**src/logic/uart_echo_pkg.sv**
```systemverilog
// uart echo shared definitions
// byte and count types, line terminators and bit timing helpers
package uart_echo_pkg;

    // one data byte on the serial line
    typedef logic [7:0] uart_byte_t;

    // byte count, wide enough for the buffer plus the two terminators
    typedef logic [7:0] len_t;

    // terminator appended to every echoed string
    localparam uart_byte_t CHAR_CR = 8'h0D;
    localparam uart_byte_t CHAR_LF = 8'h0A;

    // idle line time that closes a string, two full 8N1 frames
    localparam int IDLE_BITS = 20;

    // clock cycles per serial bit, rounded to the nearest whole cycle
    function automatic int clks_per_bit(input int clk_freq, input int baud_rate);
        return (clk_freq + baud_rate / 2) / baud_rate;
    endfunction

endpackage

```
**src/logic/uart_rx.sv**
```systemverilog
// uart receiver, 8N1
// samples each bit at its centre and strobes a byte when the stop bit is high
`timescale 1ns/1ps

module uart_rx #(
    parameter int CLK_FREQ  = 50_000_000,
    parameter int BAUD_RATE = 115_200
) (
    input  logic                      sys_clk,
    input  logic                      sys_rst_n,
    input  logic                      rxd,
    output uart_echo_pkg::uart_byte_t rx_byte,
    output logic                      rx_valid
);
    import uart_echo_pkg::*;

    localparam int CPB   = clks_per_bit(CLK_FREQ, BAUD_RATE);
    localparam int CNT_W = $clog2(CPB + 1);
    localparam logic [CNT_W-1:0] BIT_LAST  = CNT_W'(CPB - 1);
    localparam logic [CNT_W-1:0] HALF_LAST = CNT_W'(CPB / 2 - 1);

    // receiver states
    localparam logic [1:0] RX_IDLE  = 2'd0;
    localparam logic [1:0] RX_START = 2'd1;
    localparam logic [1:0] RX_DATA  = 2'd2;
    localparam logic [1:0] RX_STOP  = 2'd3;

    logic [1:0]       state;
    logic [CNT_W-1:0] cnt;
    logic [2:0]       bit_idx;
    // two-flop synchronizer plus one stage for edge detect
    logic             rx_s1;
    logic             rx_s2;
    logic             rx_s3;
    logic             rx_fall;
    uart_byte_t       shift;

    // line idles high, so the flops reset high too
    always_ff @(posedge sys_clk) begin
        if (!sys_rst_n) begin
            rx_s1 <= 1'b1;
            rx_s2 <= 1'b1;
            rx_s3 <= 1'b1;
        end else begin
            rx_s1 <= rxd;
            rx_s2 <= rx_s1;
            rx_s3 <= rx_s2;
        end
    end

    assign rx_fall = rx_s3 && !rx_s2;

    always_ff @(posedge sys_clk) begin
        if (!sys_rst_n) begin
            state    <= RX_IDLE;
            cnt      <= '0;
            bit_idx  <= '0;
            rx_valid <= 1'b0;
        end else begin
            rx_valid <= 1'b0;
            case (state)
                RX_IDLE: begin
                    cnt <= '0;
                    if (rx_fall) begin
                        state <= RX_START;
                    end
                end
                RX_START: begin
                    // half a bit in, the line must still be low
                    if (cnt == HALF_LAST) begin
                        cnt     <= '0;
                        bit_idx <= '0;
                        state   <= rx_s2 ? RX_IDLE : RX_DATA;
                    end else begin
                        cnt <= cnt + 1'b1;
                    end
                end
                RX_DATA: begin
                    if (cnt == BIT_LAST) begin
                        cnt     <= '0;
                        bit_idx <= bit_idx + 1'b1;
                        if (bit_idx == 3'd7) begin
                            state <= RX_STOP;
                        end
                    end else begin
                        cnt <= cnt + 1'b1;
                    end
                end
                default: begin
                    // low stop bit means framing error, byte is dropped
                    if (cnt == BIT_LAST) begin
                        cnt      <= '0;
                        rx_valid <= rx_s2;
                        state    <= RX_IDLE;
                    end else begin
                        cnt <= cnt + 1'b1;
                    end
                end
            endcase
        end
    end

    // data comes lsb first, shift in from the top
    always_ff @(posedge sys_clk) begin
        if (state == RX_DATA && cnt == BIT_LAST) begin
            shift <= {rx_s2, shift[7:1]};
        end
    end

    assign rx_byte = shift;

endmodule

```
**src/logic/uart_tx.sv**
```systemverilog
// uart transmitter, 8N1
// sends one frame per start strobe, busy until the stop bit is done
`timescale 1ns/1ps

module uart_tx #(
    parameter int CLK_FREQ  = 50_000_000,
    parameter int BAUD_RATE = 115_200
) (
    input  logic                      sys_clk,
    input  logic                      sys_rst_n,
    input  logic                      tx_start,
    input  uart_echo_pkg::uart_byte_t tx_byte,
    output logic                      txd,
    output logic                      tx_busy
);
    import uart_echo_pkg::*;

    localparam int CPB   = clks_per_bit(CLK_FREQ, BAUD_RATE);
    localparam int CNT_W = $clog2(CPB + 1);
    localparam logic [CNT_W-1:0] BIT_LAST = CNT_W'(CPB - 1);

    logic [CNT_W-1:0] cnt;
    logic [3:0]       bit_idx;
    // frame[0] is the bit currently on the line
    logic [9:0]       frame;

    always_ff @(posedge sys_clk) begin
        if (!sys_rst_n) begin
            tx_busy <= 1'b0;
            txd     <= 1'b1;
            cnt     <= '0;
            bit_idx <= '0;
        end else if (!tx_busy) begin
            cnt     <= '0;
            bit_idx <= '0;
            // start bit goes out right away
            if (tx_start) begin
                tx_busy <= 1'b1;
                txd     <= 1'b0;
            end
        end else if (cnt == BIT_LAST) begin
            cnt <= '0;
            if (bit_idx == 4'd9) begin
                // stop bit complete, line stays high
                tx_busy <= 1'b0;
            end else begin
                bit_idx <= bit_idx + 1'b1;
                txd     <= frame[1];
            end
        end else begin
            cnt <= cnt + 1'b1;
        end
    end

    // stop, data, start, sent from bit 0 upward
    always_ff @(posedge sys_clk) begin
        if (!tx_busy && tx_start) begin
            frame <= {1'b1, tx_byte, 1'b0};
        end else if (tx_busy && cnt == BIT_LAST) begin
            frame <= {1'b1, frame[9:1]};
        end
    end

endmodule

```
**src/logic/uart_string_handle.sv**
```systemverilog
// uart string handler
// gathers received bytes into a string, closes it on idle gap or full buffer,
// and sends a requested string back out followed by cr lf
`timescale 1ns/1ps

module uart_string_handle #(
    parameter int CLK_FREQ  = 50_000_000,
    parameter int BAUD_RATE = 115_200,
    parameter int MAX_LEN   = 32
) (
    input  logic                                    sys_clk,
    input  logic                                    sys_rst_n,

    input  uart_echo_pkg::uart_byte_t [MAX_LEN-1:0] tx_string,
    input  uart_echo_pkg::len_t                     tx_length,
    input  logic                                    tx_req,
    output logic                                    tx_busy,
    output logic                                    tx_done,

    output uart_echo_pkg::uart_byte_t [MAX_LEN-1:0] rx_string,
    output uart_echo_pkg::len_t                     rx_length,
    output logic                                    rx_busy,
    output logic                                    rx_done,
    output uart_echo_pkg::uart_byte_t               rx_byte,
    output logic                                    rx_byte_valid,

    input  logic                                    uart_rx_port,
    output logic                                    uart_tx_port
);
    import uart_echo_pkg::*;

    localparam int IDX_W     = $clog2(MAX_LEN);
    localparam int IDLE_CLKS = IDLE_BITS * clks_per_bit(CLK_FREQ, BAUD_RATE);
    localparam int IDLE_W    = $clog2(IDLE_CLKS + 1);
    localparam logic [IDLE_W-1:0] IDLE_LAST = IDLE_W'(IDLE_CLKS - 1);
    localparam len_t              LEN_LAST  = len_t'(MAX_LEN - 1);

    // receive side
    logic              rx_accept;
    len_t              rx_count;
    logic [IDLE_W-1:0] idle_cnt;

    // transmit side
    logic                          tx_line_busy;
    logic                          tx_start;
    uart_byte_t                    tx_char;
    uart_byte_t [MAX_LEN-1:0]      tx_buf;
    len_t                          tx_len;
    len_t                          tx_idx;
    len_t                          tx_end;

    uart_rx #(
        .CLK_FREQ  (CLK_FREQ),
        .BAUD_RATE (BAUD_RATE)
    ) u_uart_rx (
        .sys_clk   (sys_clk),
        .sys_rst_n (sys_rst_n),
        .rxd       (uart_rx_port),
        .rx_byte   (rx_byte),
        .rx_valid  (rx_byte_valid)
    );

    // nothing is stored while an echo is running
    assign rx_accept = rx_byte_valid && !tx_busy;

    always_ff @(posedge sys_clk) begin
        if (!sys_rst_n) begin
            rx_count  <= '0;
            rx_length <= '0;
            rx_busy   <= 1'b0;
            rx_done   <= 1'b0;
            idle_cnt  <= '0;
        end else begin
            rx_done <= 1'b0;
            if (rx_accept) begin
                idle_cnt <= '0;
                if (rx_count == LEN_LAST) begin
                    // buffer full, close the string now
                    rx_done   <= 1'b1;
                    rx_length <= rx_count + 1'b1;
                    rx_count  <= '0;
                    rx_busy   <= 1'b0;
                end else begin
                    rx_count <= rx_count + 1'b1;
                    rx_busy  <= 1'b1;
                end
            end else if (rx_busy) begin
                // idle gap timer, restarted by every byte
                if (idle_cnt == IDLE_LAST) begin
                    idle_cnt  <= '0;
                    rx_done   <= 1'b1;
                    rx_length <= rx_count;
                    rx_count  <= '0;
                    rx_busy   <= 1'b0;
                end else begin
                    idle_cnt <= idle_cnt + 1'b1;
                end
            end
        end
    end

    // byte 0 lands in the lowest bits
    always_ff @(posedge sys_clk) begin
        if (rx_accept) begin
            rx_string[rx_count[IDX_W-1:0]] <= rx_byte;
        end
    end

    // string bytes, then cr, then lf
    assign tx_end = tx_len + len_t'(2);

    always_comb begin
        if (tx_idx < tx_len) begin
            tx_char = tx_buf[tx_idx[IDX_W-1:0]];
        end else if (tx_idx == tx_len) begin
            tx_char = CHAR_CR;
        end else begin
            tx_char = CHAR_LF;
        end
    end

    // fires in the first cycle the line is free, so frames are back to back
    assign tx_start = tx_busy && !tx_line_busy && (tx_idx != tx_end);

    always_ff @(posedge sys_clk) begin
        if (!sys_rst_n) begin
            tx_busy <= 1'b0;
            tx_done <= 1'b0;
            tx_idx  <= '0;
            tx_len  <= '0;
        end else begin
            tx_done <= 1'b0;
            if (!tx_busy) begin
                if (tx_req) begin
                    tx_busy <= 1'b1;
                    tx_idx  <= '0;
                    tx_len  <= tx_length;
                end
            end else if (tx_start) begin
                tx_idx <= tx_idx + 1'b1;
            end else if (tx_idx == tx_end && !tx_line_busy) begin
                // lf has left the line
                tx_busy <= 1'b0;
                tx_done <= 1'b1;
            end
        end
    end

    // snapshot of the string, taken with the request
    always_ff @(posedge sys_clk) begin
        if (!tx_busy && tx_req) begin
            tx_buf <= tx_string;
        end
    end

    uart_tx #(
        .CLK_FREQ  (CLK_FREQ),
        .BAUD_RATE (BAUD_RATE)
    ) u_uart_tx (
        .sys_clk   (sys_clk),
        .sys_rst_n (sys_rst_n),
        .tx_start  (tx_start),
        .tx_byte   (tx_char),
        .txd       (uart_tx_port),
        .tx_busy   (tx_line_busy)
    );

endmodule

```
**src/logic/uart_echo.sv**
```systemverilog
// uart echo top level
// every received string is sent straight back with cr lf,
// and the last received byte is shown on uart_rx_data
`timescale 1ns/1ps

module uart_echo #(
    parameter int CLK_FREQ  = 50_000_000,
    parameter int BAUD_RATE = 115_200,
    parameter int MAX_LEN   = 32
) (
    input  logic                      sys_clk,
    input  logic                      sys_rst_n,
    input  logic                      uart_rx_port,
    output logic                      uart_tx_port,
    output uart_echo_pkg::uart_byte_t uart_rx_data
);
    import uart_echo_pkg::*;

    // receive string goes straight back to the transmit side
    uart_byte_t [MAX_LEN-1:0] string_rx;
    len_t                     string_rx_length;
    logic                     string_rx_done;

    len_t                     string_tx_length;
    logic                     string_tx_req;

    uart_byte_t               rx_byte;
    logic                     rx_byte_valid;

    // one register stage from a closed string to the echo request
    always_ff @(posedge sys_clk) begin
        if (!sys_rst_n) begin
            string_tx_req    <= 1'b0;
            string_tx_length <= '0;
        end else begin
            string_tx_req <= string_rx_done;
            if (string_rx_done) begin
                string_tx_length <= string_rx_length;
            end
        end
    end

    // last good byte from the receiver
    always_ff @(posedge sys_clk) begin
        if (!sys_rst_n) begin
            uart_rx_data <= '0;
        end else if (rx_byte_valid) begin
            uart_rx_data <= rx_byte;
        end
    end

    uart_string_handle #(
        .CLK_FREQ  (CLK_FREQ),
        .BAUD_RATE (BAUD_RATE),
        .MAX_LEN   (MAX_LEN)
    ) u_uart_string_handle (
        .sys_clk       (sys_clk),
        .sys_rst_n     (sys_rst_n),

        .tx_string     (string_rx),
        .tx_length     (string_tx_length),
        .tx_req        (string_tx_req),
        // echo status is not needed at this level
        .tx_busy       (),
        .tx_done       (),

        .rx_string     (string_rx),
        .rx_length     (string_rx_length),
        .rx_busy       (),
        .rx_done       (string_rx_done),
        .rx_byte       (rx_byte),
        .rx_byte_valid (rx_byte_valid),

        .uart_rx_port  (uart_rx_port),
        .uart_tx_port  (uart_tx_port)
    );

endmodule

```
**config.mk**
```make
export PLATFORM = sky130hd
export DESIGN_NAME = uart_echo
export DESIGN_NICKNAME = d
export VERILOG_FILES = /design/src/logic/uart_echo_pkg.sv /design/src/logic/uart_rx.sv /design/src/logic/uart_tx.sv /design/src/logic/uart_string_handle.sv /design/src/logic/uart_echo.sv
export SDC_FILE = /design/constraint.sdc
export NUM_CORES = 1
export LEC_CHECK = 0
export BUFFER_PORTS_ARGS = -buffer_cell sky130_fd_sc_hd__buf_2
export CAP_MARGIN = 20
export CELL_PAD_IN_SITES_DETAIL_PLACEMENT = 0
export CELL_PAD_IN_SITES_GLOBAL_PLACEMENT = 1
export CORE_MARGIN = 4
export CORE_UTILIZATION = 55
export DETAILED_ROUTE_END_ITERATION = 8
export GPL_TIMING_DRIVEN = 0
export PLACE_DENSITY = 0.9
export SYNTH_ARGS = -nofsm -noshare
export SYNTH_HDL_FRONTEND = slang
export SYNTH_SLANG_ARGS = --single-unit
```
**constraint.sdc**
```tcl
create_clock -name sys_clk -period 20.7 [get_ports sys_clk]
set_input_delay 2.07 -clock sys_clk [delete_from_list [all_inputs] [get_ports sys_clk]]
set_output_delay 2.07 -clock sys_clk [all_outputs]
set_load 0.02 [all_outputs]
```
Word level (Yosys, flattened, before mapping)
Index checks and enable logic that the tools add are counted.
{ "classes": {"add_sub_neg": 8, "order_cmp": 4, "n_eq_ne": 20, "n_mux": 54, "bitwise": 5, "n_reduce_logical": 33} }
{ "ops": {"columns": ["operator", "count"], "rows": [
  ["$bwmux 256", 1],
  ["$mux 8", 14],
  ["$bmux 8 s5", 1],
  ["$demux 8 s5", 1],
  ["$mux 9", 4],
  ["$mux 1", 20],
  ["$add 9x1->9 const B", 2],
  ["$eq 9x9->1 const B", 2],
  ["$pmux 9 s2", 1],
  ["$add 8x1->8 const B", 2],
  ["$eq 8x8->1", 2],
  ["$add 14x1->14 const B", 1],
  ["$eq 14x14->1 const B", 1],
  ["$mux 14", 1],
  ["$ne 2x2->1 const B", 7],
  ["$lt 5x6->1 const B", 2],
  ["$mux 2", 6],
  ["$reduce_bool 2->1", 6],
  ["$logic_and 1x1->1", 10],
  ["$reduce_and 2->1", 5],
  ["$eq 9x8->1 const B", 1],
  ["$mux 3", 3],
  ["$reduce_and 3->1", 3],
  ["$add 8x2->8 const B", 1],
  ["21 further kinds", 27]
]} }
{ "word_totals": {"reg_bits": 628, "elab_cells": 213} }

Logic depth before layout (Yosys ltp)
{ "depth": {"ltp_word": 6, "ltp_mapped": 12} }

Cells and area by module
A second synthesis with hierarchy kept.
{ "hier_totals": {"cells_unflattened": 1264, "area_unflattened_um2": 23099.7} }
{ "by_module_without_submodules": {"columns": ["module", "n_inst", "cells_per_inst", "area_each_um2", "seq_area_each_um2"], "rows": [
  ["uart_string_handle", 1, 1010, 20246.9, 16375.7],
  ["uart_rx", 1, 101, 1118.6, 600.6],
  ["uart_tx", 1, 100, 1099.8, 540.5],
  ["uart_echo", 1, 53, 634.4, 340.3]
]} }

Worst setup path after synthesis
Ideal clock, no wire load.
{ "synth_path": {"path_type": "flip-flop to flip-flop", "startpoint": "register u_uart_string_handle.tx_busy", "endpoint": "register u_uart_string_handle.tx_buf[0] in the netlist's numbering (enable)", "arrival_time_ns": 5.621, "required_ns": 18.491, "slack_ns": 12.871, "path_stages_with_launch": 4, "n_path_buf": 1, "period_less_slack_ns": 7.829, "cell_sequence": "dfxtp_1 > nand2b_1 > clkbuf_1 > clkinv_1"} }
{ "synth_between": {"elab_chain_len": 2} }
{ "synth_lines": {"columns": ["element", "line_no", "rtl"], "rows": [
  ["start, declared", "uart_string_handle.sv:17", "output logic tx_busy,"],
  ["start signal, assigned", "uart_string_handle.sv:127", "tx_busy <= 1'b0;"],
  ["start signal, assigned", "uart_string_handle.sv:135", "tx_busy <= 1'b1;"],
  ["start signal, assigned", "uart_string_handle.sv:143", "tx_busy <= 1'b0;"],
  ["$logic_not 1->1", "uart_string_handle.sv:151", "if (!tx_busy && tx_req) begin"],
  ["$logic_and 1x1->1", "uart_string_handle.sv:151", null],
  ["end signal, assigned", "uart_string_handle.sv:152", "tx_buf <= tx_string;"],
  ["end, declared", "uart_string_handle.sv:47", "uart_byte_t [MAX_LEN-1:0] tx_buf;"]
]} }
Every way passes these cells.
A chain may end at the register's enable or synchronous reset.

Worst setup path after layout
{ "layout_path": {"startpoint": "register u_uart_string_handle.tx_idx[0]", "endpoint": "register u_uart_string_handle.u_uart_tx.frame[2] (enable)"} }
{ "layout_between": {"elab_chain_len": 4} }
{ "layout_lines": {"columns": ["element", "line_no", "rtl"], "rows": [
  ["start, declared", "uart_string_handle.sv:49", "len_t tx_idx;"],
  ["start signal, assigned", "uart_string_handle.sv:140", "tx_idx <= tx_idx + 1'b1;"],
  ["$ne 8x8->1", "uart_string_handle.sv:123", "assign tx_start = tx_busy && !tx_line_busy && (tx_idx != tx_end);"],
  ["$logic_and 1x1->1", "uart_string_handle.sv:123", null],
  ["$logic_and 1x1->1", "uart_tx.sv:57", "if (!tx_busy && tx_start) begin"],
  ["$reduce_bool 2->1 (no line)", null, null],
  ["end signal, assigned", "uart_tx.sv:58", "frame <= {1'b1, tx_byte, 1'b0};"],
  ["end signal, assigned", "uart_tx.sv:60", "frame <= {1'b1, frame[9:1]};"],
  ["end, declared", "uart_tx.sv:25", "logic [9:0] frame;"]
]} }
Every way passes these cells.

==> parameters.txt <==
Parameter                              Value

Global routing
  Wire length of the first global-routing pass ... 75.2 mm
  Maximum number of pins on one net before global-route repair ... 109
  Leftover overflow at the end of global routing ... 0
  GRT Resource Usage Total ... 0.223
  Via count of the first global-routing pass ... 12,140
  Number of antenna violations at the first check in global routing ... 1

Setup path
  Required time of the worst setup path ... 21,000 ps
  Cell at the slowest stage of the critical path ... sky130_fd_sc_hd__ha_1
  WS Path Type ... flop to flop
  Crit-path max FO ... 10
  Critical Path Max Stage Delay ... 440 ps
  Kind of capture point of the worst setup path ... flop
  CP arrival ... 4070 ps
  Ordered cell list for the critical path ... buf_6 -> buf_8 -> buf_6 -> inv_1 -> buf_1 -> ha_1 -> nand4b_1 -> nor3_1 -> o221ai_1 -> and2_1 -> buf_6 -> or2_1
  Kind of start point of the critical path ... flop
  Reg2reg setup slack ... 16,930 ps
  Cell type with the highest occurrence count on the critical path ... sky130_fd_sc_hd__buf_6

Placement
  Post-detailed-placement cell area ... 24,000 um2
  HPWL after detailed placement ... 30.4 mm
  Placed Cells ... 1,873
  Placer's final routability congestion estimate ... 0.862
  Buffers on Ports ... 10

Layout
  Most common library cell in the layout ignoring fill and taps ... sky130_fd_sc_hd__edfxtp_1
  Fin cells ... 1,981
  Area Overhead vs Synth ... 12.5%
  Post-layout utilization of the core ... 0.631
  Fraction of final layout cells with drive strength greater than 1 ... 0.142
  Post-layout net count ... 1,435
  Non-Filler Cell Area, Final ... 26,000 um2
  Most used cells in the layout excluding fill and tap cells ... 528 x sky130_fd_sc_hd__edfxtp_1, 108 x sky130_fd_sc_hd__nor2_1, 99 x sky130_fd_sc_hd__dfxtp_1, 84 x sky130_fd_sc_hd__nand2_1, 59 x sky130_fd_sc_hd__clkbuf_16

STA
  Unrepaired setup endpoints after global routing ... false
  Setup_tns ... 0 ps
  Final number of setup-violating endpoints ... 0
  Transition time at the pin with the least slew margin ... 1110 ps
  Period minus WS final ... 3770 ps
  Max-slew violation total from the final report ... 0
  Rel. slew slack ... 0.256
  Setup Skew ... 14.5 ps
  Ratio of final minimum period to clock period ... 0.182
  Final Hold Vio Count ... 0
  Top achievable clock speed ... 0.265 GHz

Synth
  Number of different library cells in the post-synthesis netlist ... 68
  Post-synthesis cell area ... 23,100 um2
  Seq/Total Area, Yosys ... 0.772
  Average cell area after synthesis ... 17.5 um2
  Flop and latch count out of synthesis ... 627
  Cells after synthesis ... 1,321
  Post-synthesis async set-or-reset flop share ... 0
  Nets in the synthesized netlist ... 1,352
  Number of enable-type register cells in the synthesized netlist ... 528
  Yosys warnings ... 0
  Commonest register cell after synthesis ... sky130_fd_sc_hd__edfxtp_1

Floorplan
  Site row count ... 74
  Die area ... 45,300 um2
  Initial core utilization ... 0.561
  Core region area ... 41,200 um2
  Top Ports ... 12
  Die Y ... 213 um
  Die X-Extent ... 213 um

Clock network
  Sink count of the clock tree ... 627
  # resized after CTS ... 0
  Clock tree buffer depth ... 3
  Clk Latency, worst-skew pair ... 600 ps
  Clock root buffer ... sky130_fd_sc_hd__clkbuf_16
  Total CTS buffers ... 58
  Post-CTS setup buffer count ... 0
  H-tree depth ... 2
  Hold-fix buffer count after cts ... 0
  Clock Pin Slew Worst Setup and Hold Paths ... 70 ps
  TritonCTS clock tree ... yes

Drt
  Detailed-route vias per instance ... 6.05
  Met3 Wirelength ... 3.78 mm
  Number of DRC violations after detailed-routing iteration 0 ... 1,738
  Detailed-route wire length ... 50.1 mm
  DRT met1 WL ... 20.3 mm
  Via count ... 11,990
  Post-DRT Antenna Nets ... 0
  Post-DR wirelength/cell ... 25.3 um
  Highest routed layer ... met5
  WL met2 ... 24.9 mm
  Drc violations ... 0
  Pre-antenna DRT Iters ... 7

Pwr
  Peak supply drop ... 0.0000834 V
  Pwr/cell area ... 93.7 nW/um2
  Leakage power summed over all cells ... 8.18 nW

Run status
  Result of the run ... completed

Job
  Number of max-cap violations ... 0

Worst hold path
  Path class of the lowest-slack min-delay path ... flop to flop
==> layer usage <==
metal	vias to the layer above	global-route usage
li1	5251	-
met1	6079	0.308
met2	574	0.367
met3	84	0.0463
met4	2	0.0662
met5	-	0
==> critical path, delay by kind of cell, from the launching register on <==
family          cells  cell delay (ps)
buf+inv             6             1370
fa+ha+maj           1              440
simple gates        4             1020
flops               1              350
compound gates      1              270
==> registers in the layout (all words and copies together), names as in the netlist, 2 cells and up <==
| signal | flops |
|---|---|
| string_tx_length | 8 |
| u_uart_string_handle.idle_cnt | 14 |
| u_uart_string_handle.rx_count | 8 |
| u_uart_string_handle.rx_length | 8 |
| u_uart_string_handle.rx_string | 256 |
| u_uart_string_handle.tx_buf | 256 |
| u_uart_string_handle.tx_idx | 8 |
| u_uart_string_handle.tx_len | 8 |
| u_uart_string_handle.u_uart_rx.bit_idx | 3 |
| u_uart_string_handle.u_uart_rx.cnt | 9 |
| u_uart_string_handle.u_uart_rx.rx_byte | 8 |
| u_uart_string_handle.u_uart_rx.state | 2 |
| u_uart_string_handle.u_uart_tx.bit_idx | 4 |
| u_uart_string_handle.u_uart_tx.cnt | 9 |
| u_uart_string_handle.u_uart_tx.frame | 8 |
| uart_rx_data | 8 |
==> worst paths after layout <==
kind	cells after the start	endpoint	from
hold reg to reg	0	u_uart_string_handle.tx_buf[11]	u_uart_string_handle.rx_string[11]
hold / removal	0	u_uart_string_handle.tx_buf[11]	u_uart_string_handle.rx_string[11]
setup / recovery	12	u_uart_string_handle.u_uart_tx.frame[2]	u_uart_string_handle.tx_idx[0]
setup reg to reg	12	u_uart_string_handle.u_uart_tx.frame[2]	u_uart_string_handle.tx_idx[0]
==> power by group <==
group          leakage [nW]  switching, mW  internal (mW)
Sequential             5.53        0.00186           1.35
Clock                 0.911          0.453          0.609
Combinational          1.75         0.0128        0.00665
Total                  8.18          0.468           1.97
==> metrics by stage <==
stage	setup slack, ps	hold slack (ps)	total power, mW
floorplan	12870	386	1.39
global placement	9690	400	1.40
detailed placement	16980	405	1.40
CTS	16960	412	2.44
global route	16740	418	2.50
finish	16930	408	2.43
==> cell type report <==
class | instances | area (um2)
Clock buffer | 71 | 1520
Buffer | 49 | 264
Timing Repair Buffer | 23 | 338
Fill cell | 2722 | 15200
Multi-Input combinational cell | 620 | 4900
Sequential cell | 627 | 17800
Tap cell | 532 | 666
Inverter | 25 | 98.8
Antenna cell | 1 | 2.50
Clock inverter | 33 | 355
==> cell usage after synthesis (all sizes together) (21+ instances only) <==
cell,instances,area share
a21oi,30,0.0067
buf,23,0.0072
clkbuf,26,0.0042
dfxtp,99,0.086
edfxtp,528,0.69
ha,28,0.015
inv,24,0.0039
mux2i,34,0.015
mux4,60,0.059
nand2,84,0.014
nand3,24,0.0054
nor2,108,0.018
nor2b,21,0.0057
o21ai,34,0.0074
xor2,21,0.0080
==> kinds of logic (layout without fill, tap and decap cells) <==
logic type	after synthesis	after routing	synth area share
flip-flops	627	627	0.772
adder cells (fa/ha/maj)	28	28	0.0152
multiplexers	101	101	0.0771
other	0	1	0
AO/OA/AOI/OAI	129	129	0.0367
buffers and inverters	74	201	0.0155
XOR/XNOR	37	37	0.0153
AND/OR/NAND/NOR	325	325	0.0680
No activity file was read; power rests on OpenSTA's default activity.
